==> config.mk <==
export PLATFORM = sky130hd
export DESIGN_NAME = icache_top
export DESIGN_NICKNAME = d
export VERILOG_FILES = /design/src/design/icache_pkg.sv /design/src/design/icache_store.sv /design/src/design/icache_lookup.sv /design/src/design/icache_refill.sv /design/src/design/icache_top.sv
export VERILOG_INCLUDE_DIRS = /design/src /design/src/design
export SDC_FILE = /design/constraint.sdc
export NUM_CORES = 2
export LEC_CHECK = 0
export BUFFER_PORTS_ARGS = -buffer_cell sky130_fd_sc_hd__buf_4
export CELL_PAD_IN_SITES_DETAIL_PLACEMENT = 1
export CELL_PAD_IN_SITES_GLOBAL_PLACEMENT = 1
export CORE_ASPECT_RATIO = 1.75
export CORE_MARGIN = 2
export CORE_UTILIZATION = 40
export DETAILED_ROUTE_END_ITERATION = 7
export PLACE_DENSITY = 0.66
export RECOVER_POWER = 100
export SLEW_MARGIN = 0
export SYNTH_ARGS = -nofsm -noshare
export SYNTH_HDL_FRONTEND = slang
export SYNTH_HIERARCHICAL = 1
export SYNTH_MEMORY_MAX_BITS = 65536
export SYNTH_SLANG_ARGS = --single-unit
==> constraint.sdc <==
create_clock -name clk_i -period 16.36 [get_ports clk_i]
set_clock_uncertainty 0.1 [all_clocks]
set_input_delay 3.272 -clock clk_i [delete_from_list [all_inputs] [get_ports clk_i]]
set_output_delay 3.272 -clock clk_i [all_outputs]
set_load 0.03 [all_outputs]
==> src/design/icache_params.svh <==
/*
  sizes of the 2-way instruction cache
  the two byte-offset bits are assumed zero and never looked at
*/
`ifndef ICACHE_PARAMS_SVH
`define ICACHE_PARAMS_SVH

`define ICACHE_ADDR_W      32   // byte address of a fetch
`define ICACHE_SETS_LOG2   4    // 16 sets
`define ICACHE_WORDS_LOG2  2    // 4 words per line
`define ICACHE_WORD_W      32
`define ICACHE_BYTE_OFF_W  2

// derived widths
`define ICACHE_LINE_W      (`ICACHE_WORD_W << `ICACHE_WORDS_LOG2)
`define ICACHE_LINE_ADDR_W (`ICACHE_ADDR_W - `ICACHE_WORDS_LOG2 - `ICACHE_BYTE_OFF_W)
`define ICACHE_TAG_W       (`ICACHE_LINE_ADDR_W - `ICACHE_SETS_LOG2)

`endif

==> src/design/icache_pkg.sv <==
/*
  types shared by the cache blocks and the fetch/memory ports
  word 0 of a line sits in the low bits
*/
`include "icache_params.svh"

package icache_pkg;

    typedef logic [`ICACHE_ADDR_W-1:0]      addr_t;
    typedef logic [`ICACHE_WORD_W-1:0]      word_t;
    typedef logic [`ICACHE_LINE_W-1:0]      line_t;
    typedef logic [`ICACHE_TAG_W-1:0]       tag_t;       // addr[31:8]
    typedef logic [`ICACHE_SETS_LOG2-1:0]   index_t;     // addr[7:4]
    typedef logic [`ICACHE_LINE_ADDR_W-1:0] line_addr_t; // addr[31:4]

    // ****************************************
    // channel payloads
    typedef struct packed {addr_t addr;} fetch_req_t;
    typedef struct packed {word_t rdata;} fetch_rsp_t;
    typedef struct packed {line_addr_t line_addr;} mem_req_t;
    typedef struct packed {line_t line;} mem_rsp_t;

    // refill write into the store
    typedef struct packed {
        logic   way;
        index_t index;
        tag_t   tag;
        line_t  line;
    } store_wr_t;

    // one set, both ways, as read out of the store
    typedef struct packed {
        logic [1:0]  valid;
        tag_t [1:0]  tag;
        line_t [1:0] line;
    } store_rd_t;

    typedef enum logic [1:0] {LK_RUN, LK_MISS, LK_FILL} lookup_state_e;

endpackage

==> src/design/icache_store.sv <==
/*
  tag, valid and data arrays of both ways
  read data shows up one cycle after rd_en_i and is held until the next read
  flush wins over a write in the same cycle
*/
`timescale 1ns/1ps
`include "icache_params.svh"

module icache_store (
    input  logic                  clk_i,
    input  logic                  rstn_i,
    input  logic                  rd_en_i,
    input  icache_pkg::index_t    rd_index_i,
    output icache_pkg::store_rd_t rd_o,
    input  logic                  wr_en_i,
    input  icache_pkg::store_wr_t wr_i,
    input  logic                  flush_i
);

    localparam int SETS = 1 << `ICACHE_SETS_LOG2;

    // ****************************************
    // arrays
    logic [1:0][SETS-1:0] valid_q;            // [way][set]
    icache_pkg::tag_t     tag_mem  [2][SETS];
    icache_pkg::line_t    data_mem [2][SETS];

    // valid bits are the only state that must come up clean
    always_ff @(posedge clk_i) begin
        if (!rstn_i) begin
            valid_q <= '0;
        end else if (flush_i) begin
            valid_q <= '0;                    // all sets, both ways
        end else if (wr_en_i) begin
            valid_q[wr_i.way][wr_i.index] <= 1'b1;
        end
    end

    always_ff @(posedge clk_i) begin
        if (wr_en_i) begin
            tag_mem[wr_i.way][wr_i.index]  <= wr_i.tag;
            data_mem[wr_i.way][wr_i.index] <= wr_i.line;
        end
    end

    // ****************************************
    // registered read of one set
    always_ff @(posedge clk_i) begin
        if (rd_en_i) begin
            for (int w = 0; w < 2; w++) begin
                rd_o.valid[w] <= valid_q[w][rd_index_i];
                rd_o.tag[w]   <= tag_mem[w][rd_index_i];
                rd_o.line[w]  <= data_mem[w][rd_index_i];
            end
        end
    end

endmodule

==> src/design/icache_lookup.sv <==
/*
  request side of the cache: set read, tag compare, word select, miss handling
  holds one response; a new request is taken only when that slot frees up
  one round-robin pointer per set, flipped on every refill of that set
*/
`timescale 1ns/1ps
`include "icache_params.svh"

module icache_lookup (
    input  logic                   clk_i,
    input  logic                   rstn_i,
    input  logic                   flush_i,
    input  logic                   fetch_req_valid_i,
    output logic                   fetch_req_ready_o,
    input  icache_pkg::fetch_req_t fetch_req_i,
    output logic                   fetch_rsp_valid_o,
    input  logic                   fetch_rsp_ready_i,
    output icache_pkg::fetch_rsp_t fetch_rsp_o,
    output logic                   store_rd_en_o,
    output icache_pkg::index_t     store_rd_index_o,
    input  icache_pkg::store_rd_t  store_rd_i,
    output logic                   store_wr_en_o,
    output icache_pkg::store_wr_t  store_wr_o,
    output logic                   store_flush_o,
    output logic                   refill_valid_o,
    output icache_pkg::line_addr_t refill_addr_o,
    input  logic                   refill_done_i,
    input  icache_pkg::line_t      refill_line_i
);

    localparam int SETS = 1 << `ICACHE_SETS_LOG2;

    function automatic icache_pkg::word_t word_sel(
        input icache_pkg::line_t             line,
        input logic [`ICACHE_WORDS_LOG2-1:0] off
    );
        return line[off*`ICACHE_WORD_W +: `ICACHE_WORD_W];
    endfunction

    icache_pkg::lookup_state_e     state_q;
    logic                          req_pend_q;  // read issued, decision pending
    logic                          rsp_valid_q;
    icache_pkg::fetch_rsp_t        rsp_q;
    logic [SETS-1:0]               ptr_q;       // victim way per set
    icache_pkg::tag_t              req_tag, tag_q;
    icache_pkg::index_t            req_idx, idx_q;
    logic [`ICACHE_WORDS_LOG2-1:0] req_word, word_q;
    logic [1:0]                    way_hit;
    logic                          hit, slot_free, decide, req_fire, rsp_fire;

    assign {req_tag, req_idx, req_word} = fetch_req_i.addr[`ICACHE_ADDR_W-1:`ICACHE_BYTE_OFF_W];

    // ****************************************
    // hit detection against the registered address
    for (genvar w = 0; w < 2; w++) begin : g_cmp
        assign way_hit[w] = store_rd_i.valid[w] && (store_rd_i.tag[w] == tag_q);
    end
    assign hit = |way_hit;

    assign slot_free = !rsp_valid_q || fetch_rsp_ready_i; // held rsp gone or leaving
    assign decide    = (state_q == icache_pkg::LK_RUN) && req_pend_q && slot_free;
    assign rsp_fire  = rsp_valid_q && fetch_rsp_ready_i;
    assign req_fire  = fetch_req_valid_i && fetch_req_ready_o;

    // a pending miss blocks the next request
    assign fetch_req_ready_o = (state_q == icache_pkg::LK_RUN) && slot_free
                             && !(req_pend_q && !hit) && !flush_i;

    assign store_rd_en_o    = req_fire;
    assign store_rd_index_o = req_idx;
    assign store_flush_o    = flush_i;
    assign refill_valid_o   = decide && !hit;  // single-cycle pulse
    assign refill_addr_o    = {tag_q, idx_q};

    assign store_wr_en_o    = (state_q == icache_pkg::LK_FILL);
    assign store_wr_o.way   = ptr_q[idx_q];
    assign store_wr_o.index = idx_q;
    assign store_wr_o.tag   = tag_q;
    assign store_wr_o.line  = refill_line_i;

    assign fetch_rsp_valid_o = rsp_valid_q;
    assign fetch_rsp_o       = rsp_q;

    // ****************************************
    // control
    always_ff @(posedge clk_i) begin
        if (!rstn_i) begin
            state_q     <= icache_pkg::LK_RUN;
            req_pend_q  <= 1'b0;
            rsp_valid_q <= 1'b0;
            ptr_q       <= '0;
        end else begin
            if (rsp_fire) rsp_valid_q <= 1'b0;
            unique case (state_q)
                icache_pkg::LK_RUN: begin
                    if (decide) req_pend_q <= 1'b0;
                    if (req_fire) req_pend_q <= 1'b1;      // overlaps a resolving hit
                    if (decide && hit) rsp_valid_q <= 1'b1;
                    if (decide && !hit) state_q <= icache_pkg::LK_MISS;
                end
                icache_pkg::LK_MISS: begin
                    if (refill_done_i) state_q <= icache_pkg::LK_FILL;
                end
                icache_pkg::LK_FILL: begin
                    rsp_valid_q  <= 1'b1;
                    ptr_q[idx_q] <= ~ptr_q[idx_q];         // other way next time
                    state_q      <= icache_pkg::LK_RUN;
                end
                default: state_q <= icache_pkg::LK_RUN;
            endcase
        end
    end

    // address and response payload
    always_ff @(posedge clk_i) begin
        if (req_fire) begin
            tag_q  <= req_tag;
            idx_q  <= req_idx;
            word_q <= req_word;
        end
        if (decide && hit) begin
            rsp_q.rdata <= word_sel(way_hit[1] ? store_rd_i.line[1] : store_rd_i.line[0], word_q);
        end else if (state_q == icache_pkg::LK_FILL) begin
            rsp_q.rdata <= word_sel(refill_line_i, word_q);
        end
    end

endmodule

==> src/design/icache_refill.sv <==
/*
  memory side: one line request per refill, then wait for the line
  the response is never accepted while the request is still pending
*/
`timescale 1ns/1ps

module icache_refill (
    input  logic                   clk_i,
    input  logic                   rstn_i,
    input  logic                   refill_valid_i,
    input  icache_pkg::line_addr_t refill_addr_i,
    output logic                   refill_done_o,
    output icache_pkg::line_t      refill_line_o,
    output logic                   mem_req_valid_o,
    input  logic                   mem_req_ready_i,
    output icache_pkg::mem_req_t   mem_req_o,
    input  logic                   mem_rsp_valid_i,
    output logic                   mem_rsp_ready_o,
    input  icache_pkg::mem_rsp_t   mem_rsp_i
);

    typedef enum logic {RF_IDLE, RF_WAIT} refill_state_e;

    refill_state_e          state_q;
    logic                   req_valid_q;  // request still waiting for ready
    logic                   done_q;
    icache_pkg::line_addr_t addr_q;
    icache_pkg::line_t      line_q;
    logic                   rsp_fire;

    assign mem_rsp_ready_o = (state_q == RF_WAIT) && !req_valid_q;
    assign rsp_fire        = mem_rsp_valid_i && mem_rsp_ready_o;

    always_ff @(posedge clk_i) begin
        if (!rstn_i) begin
            state_q     <= RF_IDLE;
            req_valid_q <= 1'b0;
            done_q      <= 1'b0;
        end else begin
            done_q <= rsp_fire;                        // one-cycle pulse
            if (state_q == RF_IDLE && refill_valid_i) begin
                state_q     <= RF_WAIT;
                req_valid_q <= 1'b1;
            end
            if (req_valid_q && mem_req_ready_i) req_valid_q <= 1'b0;
            if (rsp_fire) state_q <= RF_IDLE;
        end
    end

    always_ff @(posedge clk_i) begin
        if (state_q == RF_IDLE && refill_valid_i) addr_q <= refill_addr_i;
        if (rsp_fire) line_q <= mem_rsp_i.line;        // held until the next refill
    end

    assign mem_req_valid_o     = req_valid_q;
    assign mem_req_o.line_addr = addr_q;
    assign refill_done_o       = done_q;
    assign refill_line_o       = line_q;

endmodule

==> src/design/icache_top.sv <==
/*
  2-way set-associative instruction cache, 16 sets of 4-word lines
  read only; fetch addresses must be word aligned
*/
`timescale 1ns/1ps

module icache_top (
    input  logic                   clk_i,
    input  logic                   rstn_i,
    input  logic                   flush_i,
    input  logic                   fetch_req_valid_i,
    output logic                   fetch_req_ready_o,
    input  icache_pkg::fetch_req_t fetch_req_i,
    output logic                   fetch_rsp_valid_o,
    input  logic                   fetch_rsp_ready_i,
    output icache_pkg::fetch_rsp_t fetch_rsp_o,
    output logic                   mem_req_valid_o,
    input  logic                   mem_req_ready_i,
    output icache_pkg::mem_req_t   mem_req_o,
    input  logic                   mem_rsp_valid_i,
    output logic                   mem_rsp_ready_o,
    input  icache_pkg::mem_rsp_t   mem_rsp_i
);

    // lookup <-> store
    logic                   store_rd_en, store_wr_en, store_flush;
    icache_pkg::index_t     store_rd_index;
    icache_pkg::store_rd_t  store_rd;
    icache_pkg::store_wr_t  store_wr;
    // lookup <-> refill
    logic                   refill_valid, refill_done;
    icache_pkg::line_addr_t refill_addr;
    icache_pkg::line_t      refill_line;

    icache_lookup u_lookup (
        .clk_i, .rstn_i, .flush_i,
        .fetch_req_valid_i, .fetch_req_ready_o, .fetch_req_i,
        .fetch_rsp_valid_o, .fetch_rsp_ready_i, .fetch_rsp_o,
        .store_rd_en_o(store_rd_en), .store_rd_index_o(store_rd_index),
        .store_rd_i(store_rd), .store_wr_en_o(store_wr_en), .store_wr_o(store_wr),
        .store_flush_o(store_flush), .refill_valid_o(refill_valid),
        .refill_addr_o(refill_addr), .refill_done_i(refill_done),
        .refill_line_i(refill_line)
    );

    icache_store u_store (
        .clk_i, .rstn_i, .rd_en_i(store_rd_en), .rd_index_i(store_rd_index),
        .rd_o(store_rd), .wr_en_i(store_wr_en), .wr_i(store_wr), .flush_i(store_flush)
    );

    icache_refill u_refill (
        .clk_i, .rstn_i, .refill_valid_i(refill_valid), .refill_addr_i(refill_addr),
        .refill_done_o(refill_done), .refill_line_o(refill_line),
        .mem_req_valid_o, .mem_req_ready_i, .mem_req_o,
        .mem_rsp_valid_i, .mem_rsp_ready_o, .mem_rsp_i
    );

endmodule

==> Implementation_results.wiki <==
{| class="wikitable"
! Metric !! Value
|-
| Number of maximum-capacitance violations || 235
|-
| Clock latency on the worst-skew pair || 1.02 ns
|-
| Shortest clock period the worst path allows after layout || 13.01 ns
|-
| Max-slew violations || 7,772
|-
| Leak Pwr || 0.07143 uW
|-
| Buffers added on ports || 228
|-
| Clock Pin Slew Worst Setup and Hold Paths || 0.07 ns
|-
| Hold_sp || u_store/valid_q[13]
|-
| Number of warnings reported in the yosys synthesis log || 6
|-
| Synthesized Nets || 9,436
|-
| Final layout net count || 9,806
|-
| Clock tree from TritonCTS || built
|-
| Die outline area || 519,600 um^2
|-
| Post-detailed-route via-to-cell ratio || 6.110
|-
| Critical Path Start || fetch_req_i[7]
|-
| Number of hold-repair buffers added at the cts stage || 0
|-
| Power per cell area || 121.0 nW/um^2
|-
| Gate count after technology mapping || 9,269
|-
| Initial antenna violation count || 57
|-
| Worst min-delay path category || flop to flop
|-
| Delay of the slowest critical-path stage || 3.87 ns
|-
| Setup repair after global routing missed its margin || no
|-
| Die W || 545.8 um
|-
| Worst slew pin tran || 10.61 ns
|-
| Setup_tns || 0 ns
|-
| Count of buffer and inverter cells on the critical path || 3
|-
| Number of unique standard cell types used by synthesis || 46
|-
| Hold Vio Cnt, Final || 0
|-
| Total routed wirelength || 637.6 mm
|-
| Clk root buf || clkbuf_16
|-
| # resized after CTS || 0
|-
| Post-synthesis average cell area || 22.17 um^2
|-
| Cell type with the highest occurrence count on the critical path || buf_4
|-
| Number of clock sinks || 5,443
|-
| I/O pins || 231
|-
| Number of synthesized register bits || 5,443
|-
| Top achievable clock speed || 76.85 MHz
|-
| Initial DRC count || 13,500
|-
| Sum of net half-perimeters after detailed placement || 334.7 mm
|-
| Main flop type after synthesis || edfxtp_1
|-
| Maximum number of pins on one net before global-route repair || 118
|-
| Fraction of synthesis flops using an asynchronous set or reset pin || 0%
|-
| Synthesized cell area || 205,500 um^2
|-
| Number of buffers created by CTS || 462
|-
| Proportion of layout cells with a drive suffix above 1 || 20.41%
|-
| Setup crit end kind || flop
|-
| Number of global-route vias before repair || 107,100
|-
| Share of the clock period used by the worst path || 79.54%
|-
| Number of nets with antenna violations after routing || 0
|-
| Data required time at the worst endpoint || 16.98 ns
|-
| Final weighted congestion in routability-driven placement || 0.7826
|-
| Mean routed wirelength per cell || 37.79 um
|-
| Outcome || finished with violations
|-
| Total routing resource utilization after global routing || 24.21%
|-
| Fillers || 46,800
|-
| Number of enable flip-flop cells after synthesis || 5,388
|-
| Slowest library cell on the worst path || nor2b_1
|-
| Worst path cell trace || clkbuf_1, nor2b_1, buf_4, buf_4, a22oi_1, nand2_1
|-
| Relative slew slack || -607.1%
|-
| Iteration count of the initial detailed-routing pass || 6
|-
| Site row count || 348
|-
| Family of cells with the greatest summed delay on the critical path || buffers and inverters
|-
| Crit path DAT || 13.63 ns
|-
| Maximum level of the CTS H-tree || 5
|-
| Critical path type || input port to flop
|-
| Gr ovfl total || 0
|-
| Floorplan core area || 512,500 um^2
|-
| IR drop worst, VDD || 93.43 uV
|-
| Area grow syn2layout || 11.31%
|-
| # setup viols final || 0
|-
| Utilization after layout || 44.63%
|-
| Failing checks || capacitance limit, slew limit
|-
| Residual DRC || 0
|-
| Worst setup SP type || input port
|-
| Post-CTS setup-driven buffer insertion count || 0
|-
| Reg-to-reg critical path startpoint || u_lookup/idx_q[0]
|-
| Sequential element share of the synthesized area || 79.28%
|-
| Via count || 103,100
|-
| First-pass GRT wire length || 875.2 mm
|-
| Die span in y || 952.1 um
|-
| Maximum number of buffers from clock root to sink || 4
|-
| Starting utilization of the core area || 40.09%
|-
| Maximum fanout count along the critical path || 44
|}
stage by stage:
stage          total power (uW)  worst slack (ns)  instance area (um^2)  hold WS [ns]  cells
5_1_grt                   28320             3.990                228700        0.3789  16860
2_1_floorplan             16300             5.006                205500        0.3354   9269
6_report                  27680             3.348                228700        0.3672  16870
4_1_cts                   27840             7.813                230500        0.3691  16850
3_5_place_dp              16730             8.612                215400        0.3535  16000
3_3_place_gp              16700             8.603                215400        0.3411  16000
sequential cells by signal, indices dropped and copies added, names as in the netlist:
signal                      count
u_lookup/fetch_rsp_o           32
u_lookup/fetch_rsp_valid_o      1
u_lookup/idx_q                  4
u_lookup/ptr_q                 16
u_lookup/req_pend_q             1
u_lookup/state_q                2
u_lookup/tag_q                 24
u_lookup/word_q                 2
u_refill/mem_req_o             28
u_refill/mem_req_valid_o        1
u_refill/refill_done_o          1
u_refill/refill_line_o        128
u_refill/state_q                1
u_store/data_mem             4096
u_store/rd_o                  306
u_store/tag_mem               768
u_store/valid_q                32
report_power, final:
group	total (uW)	internal [uW]	switching, uW	leakage (uW)
Clock	11300	6150	5110	0.00739
Sequential	15300	15300	54.7	0.0490
Combinational	1090	397	689	0.0150
Total	27700	21800	5850	0.0714
routing by layer:
metal | global-route usage [%] | share of wire [%] | vias to the layer above
met5 | 0 | 0.049 | -
met4 | 8.414 | 4.1 | 44
met3 | 3.971 | 9.0 | 1233
met2 | 41.88 | 50 | 5617
met1 | 30.93 | 37 | 56650
li1 | - | - | 39540
final timing paths:
path	to	slack [ns]	cells after the start
worst max-delay path	u_store/rd_o[149]	3.35	6
worst min-delay path	u_store/valid_q[13]	0.37	1
worst max register to register	u_store/data_mem[1][248]	3.83	6
worst min register to register	u_store/valid_q[13]	0.37	1
cells by family (layout without fill, tap and decap cells):
logic type | count (synthesis) | after routing | share of synthesized area (%)
AOI/OAI and AO/OA | 881 | 881 | 3.196
xor gates and xnor gates | 48 | 48 | 0.2046
buffers and inverters | 665 | 1424 | 1.781
DFF | 5443 | 5443 | 79.28
muxes | 1621 | 1621 | 14.24
other | 0 | 18 | 0
and+or+nand+nor | 611 | 611 | 1.294
layout by cell type, fill, tap and decap left out, drive strengths merged, types with 18 or more instances in the layout:
master    Yosys  routed
nor2         56      56
nand3       122     122
clkbuf      176    1036
o31ai        32      32
dfxtp        55      55
mux4       1029    1029
a22oi       720     720
clkinvlp      0      19
inv           4      22
xnor2        41      41
nand2       360     360
bufinv        0      52
o21a         34      34
buf         485     100
mux2        128     128
diode         0      18
mux2i       464     464
o22ai        72      72
clkinv        0     195
edfxtp     5388    5388
Yosys cell counts (6+ instances only):
| master | instances | area (um^2) |
|---|---|---|
| a22oi_1 | 720 | 5405 |
| buf_1 | 53 | 198.9 |
| buf_2 | 210 | 1051 |
| buf_4 | 206 | 1546 |
| buf_6 | 16 | 180.2 |
| clkbuf_1 | 174 | 653.1 |
| dfxtp_1 | 55 | 1101 |
| edfxtp_1 | 5388 | 161800 |
| mux2_2 | 128 | 1441 |
| mux2i_1 | 464 | 4644 |
| mux4_2 | 1029 | 23170 |
| nand2_1 | 360 | 1351 |
| nand2b_1 | 7 | 43.79 |
| nand3_1 | 122 | 610.6 |
| nand3b_1 | 6 | 45.04 |
| nand4_1 | 17 | 106.4 |
| nor2_1 | 56 | 210.2 |
| nor2b_1 | 10 | 62.56 |
| nor3_1 | 6 | 30.03 |
| o211a_1 | 16 | 160.2 |
| o21a_1 | 34 | 255.2 |
| o22ai_1 | 72 | 450.4 |
| o31ai_1 | 32 | 240.2 |
| xnor2_1 | 41 | 359.1 |
| xor2_1 | 7 | 61.31 |
area by class of cell:
class                      instances  area, um^2  area share [%]
sequential                      5443      162900           71.23
multi-input combinational       3161       39110           17.10
clock buffer                     569       12260           5.359
tap                             6825        8539           3.734
timing repair buffer             567        2968           1.298
clock inverter                   284        2868           1.254
antenna                           18       45.04         0.01969
inverter                           4       22.52        0.009847
worst reg2reg max path, delay by kind of cell, from the launching register on:
| family | cells | cell delay (ns) |
|---|---|---|
| buffers and inverters | 2 | 9.67 |
| flip-flops | 1 | 0.81 |
| multiplexers | 2 | 0.94 |
| AND/OR/NAND/NOR | 2 | 0.47 |
No activity file was read; power rests on OpenSTA's default activity.
